$ cat src/rtl/prefetch_consts.svh
// sizes are block-address based; ALMOST_FULL_LEVEL must not exceed QUEUE_DEPTH, limits need at least 1
`ifndef PREFETCH_CONSTS_SVH
`define PREFETCH_CONSTS_SVH

`define ADDR_BITS 32         // byte address width
`define BLOCK_BITS 6         // 64-byte blocks

`define QUEUE_DEPTH 8        // prefetch queue entries
`define ALMOST_FULL_LEVEL 6  // issue stops at this occupancy

// prefetches sent to memory and not yet completed
`define OUTSTAND_LIMIT 4

`endif

$ cat src/rtl/prefetchPkg.sv
// types only; widths follow the macros in prefetch_consts.svh, strides wrap modulo the block space
`default_nettype none

`include "prefetch_consts.svh"

package prefetchPkg;

    typedef logic [`ADDR_BITS-1:0] addrT;                       // byte address
    typedef logic [`ADDR_BITS-`BLOCK_BITS-1:0] blockAddrT;      // block address

    // signed so that descending streams work
    typedef logic signed [`ADDR_BITS-`BLOCK_BITS-1:0] strideT;

    typedef logic [$clog2(`QUEUE_DEPTH+1)-1:0] occT;            // 0..QUEUE_DEPTH
    typedef logic [$clog2(`OUTSTAND_LIMIT+1)-1:0] outCntT;      // 0..OUTSTAND_LIMIT

    typedef enum logic [1:0] {
        sIdle,   // no history yet
        sArm,    // one block seen, waiting for a stride
        sActive  // stride locked, prefetching
    } strideStateT;

endpackage

`default_nettype wire

$ cat src/rtl/strideIf.sv
// plain strobes and levels, no handshake; back-pressure levels already include the push in flight
`timescale 1ns/1ps
`default_nettype none

interface strideIf;
    import prefetchPkg::*;

    logic pfValid;          // one-cycle prefetch strobe
    blockAddrT pfAddr;      // block to prefetch
    logic flushN;           // one-cycle low pulse on a stride break
    logic almostFull;       // queue nearly full
    logic outstandingFull;  // memory has as many prefetches as it may take

    modport ctrl (
        output pfValid, pfAddr, flushN,
        input  almostFull, outstandingFull
    );

    modport queue (
        input  pfValid, pfAddr, flushN,
        output almostFull, outstandingFull
    );

endinterface

`default_nettype wire

$ cat src/rtl/reqRangeFilter.sv
// one register stage; bar and limit are inclusive byte addresses, en low holds the block and drops reqValid
`timescale 1ns/1ps
`default_nettype none

`include "prefetch_consts.svh"

module reqRangeFilter (
    input  logic                  clk,
    input  logic                  resetN,
    input  logic                  en,
    input  logic                  rdValid,
    input  prefetchPkg::addrT     rdAddr,
    input  prefetchPkg::addrT     bar,
    input  prefetchPkg::addrT     limit,
    output logic                  reqValid,
    output prefetchPkg::blockAddrT reqBlock
);
    import prefetchPkg::*;

    logic inWindow;
    blockAddrT rdBlock;

    // window check is on the full byte address, before alignment
    assign inWindow = (rdAddr >= bar) && (rdAddr <= limit);
    assign rdBlock = rdAddr[`ADDR_BITS-1:`BLOCK_BITS];  // drop the offset bits

    // a held strobe would repeat the same read downstream, so it falls while disabled
    always_ff @(posedge clk) begin
        if (!resetN) begin
            reqValid <= 1'b0;
        end else begin
            reqValid <= en && rdValid && inWindow;
        end
    end

    always_ff @(posedge clk) begin
        if (en && rdValid) begin
            reqBlock <= rdBlock;
        end
    end

endmodule

`default_nettype wire

$ cat src/rtl/prefetcherCtrl.sv
// degree-one stride detector; dropped prefetches are not retried, en low drops the strobes and holds state
`timescale 1ns/1ps
`default_nettype none

module prefetcherCtrl (
    input  logic                   clk,
    input  logic                   resetN,
    input  logic                   en,
    input  logic                   reqValid,
    input  prefetchPkg::blockAddrT reqBlock,
    strideIf.ctrl                  pf
);
    import prefetchPkg::*;

    strideStateT state, nxtState;
    blockAddrT lastBlock;
    blockAddrT nxtPfAddr;
    strideT storedStride, nxtStride;
    strideT curStride;
    logic strideMatch;
    logic backPressure;
    logic nxtPfValid, nxtFlushN;

    // block difference read as two's complement, so negative strides come out right
    assign curStride = strideT'(reqBlock - lastBlock);
    assign strideMatch = (curStride == storedStride);
    assign backPressure = pf.almostFull || pf.outstandingFull;

    always_comb begin
        nxtState = state;
        nxtStride = storedStride;
        nxtPfValid = 1'b0;
        nxtFlushN = 1'b1;
        nxtPfAddr = pf.pfAddr;

        if (reqValid) begin
            unique case (state)
                sIdle: begin
                    nxtState = sArm;  // first block only sets lastBlock
                end
                sArm: begin
                    if (curStride != '0) begin
                        nxtState = sActive;
                        nxtStride = curStride;
                    end
                end
                sActive: begin
                    if (strideMatch) begin
                        // address is computed even when the issue gets dropped
                        nxtPfAddr = reqBlock + blockAddrT'(storedStride);
                        nxtPfValid = !backPressure;
                    end else if (curStride != '0) begin
                        // stride broke, so the queued blocks are stale
                        nxtFlushN = 1'b0;
                        nxtStride = curStride;  // kept as the new candidate
                        nxtState = sArm;
                    end
                    // zero stride means a repeated block, nothing changes
                end
                default: begin
                    nxtState = sIdle;
                end
            endcase
        end
    end

    // control state
    always_ff @(posedge clk) begin
        if (!resetN) begin
            state <= sIdle;
            pf.pfValid <= 1'b0;
            pf.flushN <= 1'b1;
        end else begin
            pf.pfValid <= en && nxtPfValid;   // pulses never stretch while disabled
            pf.flushN <= !en || nxtFlushN;
            if (en) begin
                state <= nxtState;
            end
        end
    end

    // history and address registers
    always_ff @(posedge clk) begin
        if (en) begin
            if (reqValid) begin
                lastBlock <= reqBlock;
            end
            storedStride <= nxtStride;
            pf.pfAddr <= nxtPfAddr;
        end
    end

endmodule

`default_nettype wire

$ cat src/rtl/prefetchQueue.sv
// holds block addresses only; flush beats push, outstanding count survives a flush, not gated by en
`timescale 1ns/1ps
`default_nettype none

`include "prefetch_consts.svh"

module prefetchQueue (
    input  logic                   clk,
    input  logic                   resetN,
    input  logic                   reqValid,
    input  prefetchPkg::blockAddrT reqBlock,
    input  logic                   memDone,
    strideIf.queue                 pf,
    output logic                   hitValid,
    output prefetchPkg::occT       occupancy
);
    import prefetchPkg::*;

    localparam int PTR_BITS = $clog2(`QUEUE_DEPTH);

    blockAddrT mem [`QUEUE_DEPTH];
    logic [PTR_BITS-1:0] wrPtr, rdPtr;
    occT count, nxtCount;
    outCntT outCnt, nxtOutCnt;
    logic push, pop, headHit;

    function automatic logic [PTR_BITS-1:0] nextPtr(input logic [PTR_BITS-1:0] ptr);
        nextPtr = (ptr == PTR_BITS'(`QUEUE_DEPTH-1)) ? '0 : ptr + 1'b1;
    endfunction

    assign headHit = reqValid && (count != '0) && (reqBlock == mem[rdPtr]);
    assign pop = headHit;
    assign push = pf.pfValid && (count != occT'(`QUEUE_DEPTH));  // full guard

    always_comb begin
        nxtCount = count;
        if (!pf.flushN) begin
            nxtCount = '0;
        end else if (push && !pop) begin
            nxtCount = count + 1'b1;
        end else if (pop && !push) begin
            nxtCount = count - 1'b1;
        end
    end

    // memory completions and new issues cancel out when they coincide
    always_comb begin
        nxtOutCnt = outCnt;
        if (pf.pfValid && !memDone) begin
            nxtOutCnt = outCnt + 1'b1;
        end else if (memDone && !pf.pfValid && (outCnt != '0)) begin
            nxtOutCnt = outCnt - 1'b1;
        end
    end

    // levels look one edge ahead so an issue already on pfValid is counted
    assign pf.almostFull = (nxtCount >= occT'(`ALMOST_FULL_LEVEL));
    assign pf.outstandingFull = (nxtOutCnt == outCntT'(`OUTSTAND_LIMIT));
    assign occupancy = count;

    always_ff @(posedge clk) begin
        if (!resetN) begin
            wrPtr <= '0;
            rdPtr <= '0;
            count <= '0;
            outCnt <= '0;
            hitValid <= 1'b0;
        end else begin
            count <= nxtCount;
            outCnt <= nxtOutCnt;
            hitValid <= headHit;  // a hit is still reported in a flush cycle
            if (!pf.flushN) begin
                wrPtr <= '0;
                rdPtr <= '0;
            end else begin
                if (push) wrPtr <= nextPtr(wrPtr);
                if (pop) rdPtr <= nextPtr(rdPtr);
            end
        end
    end

    always_ff @(posedge clk) begin
        if (push && pf.flushN) begin
            mem[wrPtr] <= pf.pfAddr;
        end
    end

endmodule

`default_nettype wire

$ cat src/rtl/prefetcherTop.sv
// prefetches appear two cycles after their demand read; memDone must only pulse for issued prefetches
`timescale 1ns/1ps
`default_nettype none

module prefetcherTop (
    input  logic                   clk,
    input  logic                   resetN,
    input  logic                   en,
    input  logic                   rdValid,
    input  prefetchPkg::addrT      rdAddr,
    input  prefetchPkg::addrT      bar,
    input  prefetchPkg::addrT      limit,
    input  logic                   memDone,
    output logic                   pfIssueValid,
    output prefetchPkg::blockAddrT pfIssueAddr,
    output logic                   flushN,
    output logic                   hitValid,
    output prefetchPkg::occT       occupancy
);
    import prefetchPkg::*;

    logic reqValid;
    blockAddrT reqBlock;

    strideIf pfBus ();

    reqRangeFilter u_reqRangeFilter (
        .clk      (clk),
        .resetN   (resetN),
        .en       (en),
        .rdValid  (rdValid),
        .rdAddr   (rdAddr),
        .bar      (bar),
        .limit    (limit),
        .reqValid (reqValid),
        .reqBlock (reqBlock)
    );

    prefetcherCtrl u_prefetcherCtrl (
        .clk      (clk),
        .resetN   (resetN),
        .en       (en),
        .reqValid (reqValid),
        .reqBlock (reqBlock),
        .pf       (pfBus.ctrl)
    );

    prefetchQueue u_prefetchQueue (
        .clk       (clk),
        .resetN    (resetN),
        .reqValid  (reqValid),
        .reqBlock  (reqBlock),
        .memDone   (memDone),
        .pf        (pfBus.queue),
        .hitValid  (hitValid),
        .occupancy (occupancy)
    );

    assign pfIssueValid = pfBus.pfValid;
    assign pfIssueAddr = pfBus.pfAddr;
    assign flushN = pfBus.flushN;

endmodule

`default_nettype wire

$ cat config.mk
export PLATFORM = sky130hd
export DESIGN_NAME = prefetcherTop
export DESIGN_NICKNAME = d
export VERILOG_FILES = /design/src/rtl/prefetchPkg.sv /design/src/rtl/strideIf.sv /design/src/rtl/reqRangeFilter.sv /design/src/rtl/prefetcherCtrl.sv /design/src/rtl/prefetchQueue.sv /design/src/rtl/prefetcherTop.sv
export VERILOG_INCLUDE_DIRS = /design/src /design/src/rtl
export SDC_FILE = /design/constraint.sdc
export NUM_CORES = 1
export LEC_CHECK = 0
export ABC_AREA = 1
export BUFFER_PORTS_ARGS = -buffer_cell sky130_fd_sc_hd__buf_2
export CAP_MARGIN = 10
export CORE_ASPECT_RATIO = 1.2
export CORE_MARGIN = 2
export CORE_UTILIZATION = 56
export CTS_BUF_LIST = sky130_fd_sc_hd__clkbuf_4
export CTS_CLUSTER_SIZE = 16
export DETAILED_ROUTE_END_ITERATION = 7
export PLACE_DENSITY = 0.9
export SLEW_MARGIN = 5
export SYNTH_ARGS = -nofsm -noshare
export SYNTH_HDL_FRONTEND = slang
export SYNTH_HIERARCHICAL = 1
export SYNTH_SLANG_ARGS = --single-unit
$ cat constraint.sdc
create_clock -name clk -period 3.3 [get_ports clk]
set_clock_uncertainty 0.05 [all_clocks]
set_input_delay 0.66 -clock clk [delete_from_list [all_inputs] [get_ports clk]]
set_output_delay 0.66 -clock clk [all_outputs]
set_load 0.02 [all_outputs]
== Word level (Yosys, flattened, before mapping) ==
Memories as Yosys holds them, arrays and structs flattened. A register that Yosys moved wholly into a read port is not among the register bits.
Cells that the tools add are included.
Storage, ports and cells
  register bits after elaboration: 123
  bits in writable memories: 208
  bits of input ports: 101
  output and inout bits: 33
  word-level logic and storage cells: 92
  memories: 1
Operators by class
  add/subtract/negate cells: 8
  $lt $le $gt $ge: 3
  equal/unequal tests: 11
  muxes and demuxes: 25
  reduce and logical (&&, ||, !) cells: 31
Memories
  u_prefetchQueue.mem: depth 8, width 26, rd ports 1, clocked after Yosys merged registers in 1, wr ports 1, RTL line prefetchQueue.sv:21  | blockAddrT mem [`QUEUE_DEPTH];
Operator list (count)
  26-bit == test: 2
  26-bit 2-to-1 mux: 2
  26-bit one-hot mux with 2 select lines: 1
  32-bit greater-or-equal comparator: 1
  32-bit less-or-equal comparator: 1
  26-bit adder: 1
  26-bit nonzero test: 1
  26-bit subtractor: 1
  3-bit 2-to-1 mux: 6
  1-bit logical AND: 13
  4-bit 2-to-1 mux: 3
  3-bit by 1-bit adder with 3-bit output, second input constant: 3
  3-bit == test, second input constant: 3
  1-bit 2-to-1 mux: 9
  4-bit AND reduction: 2
  1-bit zero test: 6
  2-bit 2-to-1 mux: 3
  2-bit one-hot mux with 3 select lines: 1
  5-bit AND reduction: 1
  4-bit by 1-bit adder with 4-bit output, second input constant: 1
  4-bit by 3-bit greater-or-equal comparator with 1-bit output, second input constant: 1
  2-bit by 1-bit != test with 1-bit output, second input constant: 2
  4-bit != test, second input constant: 1
  2-bit AND reduction: 2
  10 further kinds: 11

== Depth between registers and ports, before layout ==
  word-level depth: 14
  mapped depth: 25
  depth with buffers taken out: 23

== By module ==
The synthesis kept the hierarchy.
Modules (own cells, without submodules)
  prefetchQueue: instances 1, cells an instance 1184, area each 10701.5 µm², sequential area each 6586.3 µm²
  prefetcherCtrl: instances 1, cells an instance 896, area each 6522.5 µm², sequential area each 2422.3 µm²
  reqRangeFilter: instances 1, cells an instance 310, area each 2528.7 µm², sequential area each 800.8 µm²

== Least setup slack after synthesis ==
OpenSTA, ideal clock, no wires.
  path type: register -> register
  start: register u_reqRangeFilter.reqBlock[0]
  end: register u_prefetcherCtrl.storedStride[0] (enable)
  library setup time: 383 ps
  arrival time: 2890 ps
  required time: 2867 ps
  slack: -23 ps
  stages on the path, launching flop included: 21
  path buffers: 0
  clock period less this slack: 3323 ps
  cell sequence: edfxtp_1 -> inv_1 -> ha_1 -> fa_1 -> inv_1 -> nand3_1 -> nand2_1 -> nand2_2 -> nand2_2 -> nand3_1 -> nand2_1 -> nand2_1 -> nand2_1 -> nand2_1 -> nand2_1 -> nor2_1 -> nand3_1 -> nand2_1 -> nor3_1 -> nand2_1 -> nand2_1
Between the ends
  longest elaborated chain between the ends: 4
Ends and longest elaborated chain
  from (decl): RTL line reqRangeFilter.sv:16  | output prefetchPkg::blockAddrT reqBlock
  from (signal assigned): RTL line reqRangeFilter.sv:38  | reqBlock <= rdBlock;
  26-bit subtractor: RTL line prefetcherCtrl.sv:25  | assign curStride = strideT'(reqBlock - lastBlock);
  via u_prefetcherCtrl.curStride[24]: RTL line prefetcherCtrl.sv:19  | strideT curStride;
  26-bit == test: RTL line prefetcherCtrl.sv:26  | assign strideMatch = (curStride == storedStride);
  2-bit != test (no line)
  4-bit AND reduction (no line)
  to (signal assigned): RTL line prefetcherCtrl.sv:88  | storedStride <= nxtStride;
  to (decl): RTL line prefetcherCtrl.sv:18  | strideT storedStride, nxtStride;
The timed path passes the listed nets, and every way through them passes these cells.
A chain may end at the register's enable or synchronous reset.

== Final worst setup path ==
  start: register u_reqRangeFilter.reqBlock[0]
  end: register u_prefetcherCtrl.pf.pfAddr[25] (enable)
Between the ends
  longest elaborated chain between the ends: 3
Ends and longest elaborated chain
  26-bit subtractor: RTL line prefetcherCtrl.sv:25
  26-bit == test: RTL line prefetcherCtrl.sv:26
  4-bit AND reduction (no line)
  to (signal assigned): RTL line prefetcherCtrl.sv:89  | pf.pfAddr <= nxtPfAddr;
  to (decl): RTL line strideIf.sv:15  | output pfValid, pfAddr, flushN,
No other way between the ends.

==> results.yml <==
outcome:
  status: "finished, violations left"
  violations: "negative setup slack"
sta:
  final.setup.worst_slack_ns: -0.0212
  rsz0062_at_grt: "yes"
  slew_viol_final: 0
  finalCriticalPeriod_ns: 3.32
  worst-slew-pin-transition_ns: 0.525
  slew-limit-headroom: 0.650
  setup_violations: 9
  clock.fmax_mhz: 301
  hold_viol: 0
  fin_crit_sh: 1.01
clocking:
  cts.sinks: 334
  cts.clk_slew.worst_paths_ns: 0.07
  tritoncts: "done"
  cts.path.max_buffers: 3
  cts_root_buf: "clkbuf_4"
  numCtsBuffers: 80
  htree_levels: 3
  clk_latency_ns: 0.79
yosys:
  syn-cell-area_sq_mm: 0.0198
  ys.warnings.count: 6
  ys_types: 47
  ys_seq_elements: 334
  ys_seq_area_frac: 0.497
  syn_inst: 2390
  avgSynthCellArea_sq_um: 8.26
  syn_nets: 2616
detailed_routing:
  drt_iter0_drc: 1626
  postRouteAntennaNets: 0
  drc_errors: 0
  via_per_inst: 5.51
  wire_per_inst_um: 17.6
  routed_wl_um: 56600
  first_pass_iters: 6
  via_count: 17700
floorplan:
  die_width_um: 175
  dieArea_sq_mm: 0.0368
  initial_utilization: 0.566
  fp.coreArea_sq_mm: 0.0349
  die_h_um: 210
  core.rowCount: 75
  ios: 134
final_layout:
  area_delta_synth_final_pct: 18.3
  fillers: 2630
  drive_gt1_frac: 0.186
  finalNetCount: 2921
  final_core_util: 0.669
  stdcell_area_sq_mm: 0.0234
grt:
  grt.total_usage: 0.297
  top_usage_layer: "met2"
  grt_pass1_wl_um: 85200
  grt_overflow_total: 0
  grt_use_met3: 0.0558
  grt_pass1_vias: 17700
  grtUsageMet2: 0.536
  antenna_found_initial: 2
  use_met1: 0.320
  grt_max_degree: 95
run:
  cap_violations: 0
pwr:
  vdd_ir_drop_max_mv: 0.240
  leakagePower_nw: 11.4
  pwr-share-seq: 0.501
  swShare: 0.259
  power_frac_comb: 0.129
  power_density_mw_per_mm2: 399
  internal_power_mw: 6.92
  clkPwrFrac: 0.370
  p_sw_mw: 2.42
critical_path:
  worstPathRequired_ns: 3.72
  critical_path_arrival_ns: 3.74
  timing_worst_setup_path_type: "reg2reg"
  worst-path-max-fanout: 7
  crit_path_end_kind: "flop"
  startpoint_type: "flop"
place:
  dpl.hpwl_um: 39700
  gp_congestion: 1.00
  post-place-ws_ns: -0.0541
  placed_cell_area_sq_mm: 0.0217
  numPortBuffers: 133
min_path:
  hp-class: "in2reg"
## path summary, 6_finish.rpt
kind         slack [ns]                                       end  cells past startpoint                              startpoint
min reg2reg        0.45    u_prefetcherCtrl/state[1]$_SDFFE_PN0P_                      2  u_prefetcherCtrl/state[1]$_SDFFE_PN0P_
max               -0.02  u_prefetcherCtrl/pf.pfAddr[25]$_DFFE_PP_                     17  u_reqRangeFilter/reqBlock[0]$_DFFE_PP_
min                0.04   u_reqRangeFilter/reqBlock[21]$_DFFE_PP_                      1                              rdAddr[27]
max reg2reg       -0.02  u_prefetcherCtrl/pf.pfAddr[25]$_DFFE_PP_                     17  u_reqRangeFilter/reqBlock[0]$_DFFE_PP_
## cells by family after synthesis
family | Yosys count | synth area share
AO/OA/AOI/OAI | 135 | 0.0380
XOR/XNOR | 31 | 0.0144
adder cells (fa/ha/maj) | 125 | 0.0799
buffers and inverters | 510 | 0.103
flip-flops | 334 | 0.497
AND/OR/NAND/NOR | 1255 | 0.268
## cells in the mapped netlist (all sizes together)
master / instances / area (sq um)
o21a: 3 / 23.8
xnor2: 9 / 78.8
nand3: 251 / 1280
a21oi: 86 / 457
clkbuf: 2 / 7.51
nand3b: 19 / 143
nor3: 15 / 80.1
xor2: 21 / 184
inv: 468 / 1760
o31ai: 1 / 7.51
and3b: 1 / 8.76
nor2: 176 / 698
fa: 2 / 40.0
buf: 38 / 251
o211ai: 3 / 22.5
o21bai: 4 / 30.0
nand4: 18 / 113
ha: 123 / 1540
and2: 2 / 15.0
o211a: 1 / 10.0
nand2: 768 / 2930
a31oi: 1 / 6.26
a21o: 2 / 15.0
xnor3: 1 / 22.5
a211oi: 2 / 15.0
edfxtp: 312 / 9370
nor4: 3 / 18.8
o21ai: 32 / 164
dfxtp: 22 / 440
or2: 2 / 12.5
clkinv: 2 / 7.51
## worst max-delay path: stages, from the launching register on
cell and delay [ns]:
edfxtp_1 0.36, inv_1 0.09, ha_4 0.17, fa_2 0.55
xor2_1 0.16, nand2_1 0.08, nor2_2 0.10, nand3_1 0.09
nor2_2 0.15, nand3_1 0.10, nor2_2 0.13, nand2_2 0.08
nor2_4 0.15, nand3_2 0.08, nor2_2 0.13, nand4_1 0.18
inv_4 0.19, clkbuf_16 0.19
## power groups by stage
stage          Clock, mW  Combinational, mW  Sequential (mW)
2_1_floorplan          0              0.691             4.77
3_3_place_gp           0               1.04             4.76
3_5_place_dp           0               1.11             4.76
4_1_cts             3.50               1.12             4.67
5_1_grt             3.70               1.34             4.68
6_report            3.46               1.20             4.68
## state kept, by name, summed over array words and instances (netlist names), named ones only
signal                         count
u_prefetchQueue/hitValid           1
u_prefetchQueue/mem              208
u_prefetchQueue/occupancy          4
u_prefetcherCtrl/pf.flushN         1
u_prefetcherCtrl/lastBlock        26
u_reqRangeFilter/reqValid          1
u_reqRangeFilter/reqBlock         26
u_prefetchQueue/wrPtr              3
u_prefetcherCtrl/storedStride     26
u_prefetcherCtrl/state             2
u_prefetchQueue/outCnt             3
u_prefetcherCtrl/pf.pfAddr        26
u_prefetcherCtrl/pf.pfValid        1
u_prefetchQueue/rdPtr              3
## layout make-up
class                   instances  area [sq um]  share of cell area
inverters                     470          1770              0.0757
clock buffers                 111           833              0.0357
multi-input cells            1546          8310               0.356
repair buffers                263          1860              0.0794
well taps                     462           578              0.0247
diodes                          4          10.0            0.000428
clock inverters                29           191             0.00819
flip-flops and latches        334          9810               0.420
## routing by layer
layer,routed length (um),vias to the layer above
met1,19600,8080
met4,3890,0
met3,4610,272
met2,28500,1065
met5,0,-
li1,-,8311
## repair_timing
action | 4_1_cts | 5_1_grt
cloned | 0 | 6
pin swaps | 0 | 27
gates resized for setup | 5 | 72
endpoints found under the hold margin | 5 | 0
endpoints found under the setup margin | 31 | 55
setup buffers | 0 | 14
hold buffers | 5 | 0
## layout by cell type (no fill, tap or decap), types with 7 or more instances in the layout
cell type  instances
buf_4            109
xnor2_1            9
a21oi_1           76
nand3_1          237
xor2_1            21
o21ai_0           24
clkinv_1          24
nand2_1          729
nand3b_1          19
edfxtp_1         312
buf_2            133
o21ai_1            7
ha_4              15
dfxtp_1           20
a21oi_2           10
ha_1             107
nand4_1           18
inv_1            454
buf_12             8
inv_2             13
nand3_2           14
nor2_2            25
clkbuf_4         111
nand2_2           37
nor3_1            12
nor2_1           146
## per-stage QoR
| step | power (mW) | hold slack (ns) | cells | setup TNS, ns |
|---|---|---|---|---|
| after floorplan | 5.46 | 0.408 | 2390 | 0 |
| after global placement | 5.80 | 0.421 | 3050 | -0.346 |
| after detailed placement | 5.87 | 0.434 | 3050 | -1.32 |
| after CTS | 9.29 | 0.00104 | 3195 | 0 |
| after global routing | 9.71 | 0.00326 | 3219 | -5.81 |
| final | 9.33 | 0.0437 | 3219 | -0.114 |
No activity file was read; power rests on OpenSTA's default activity.
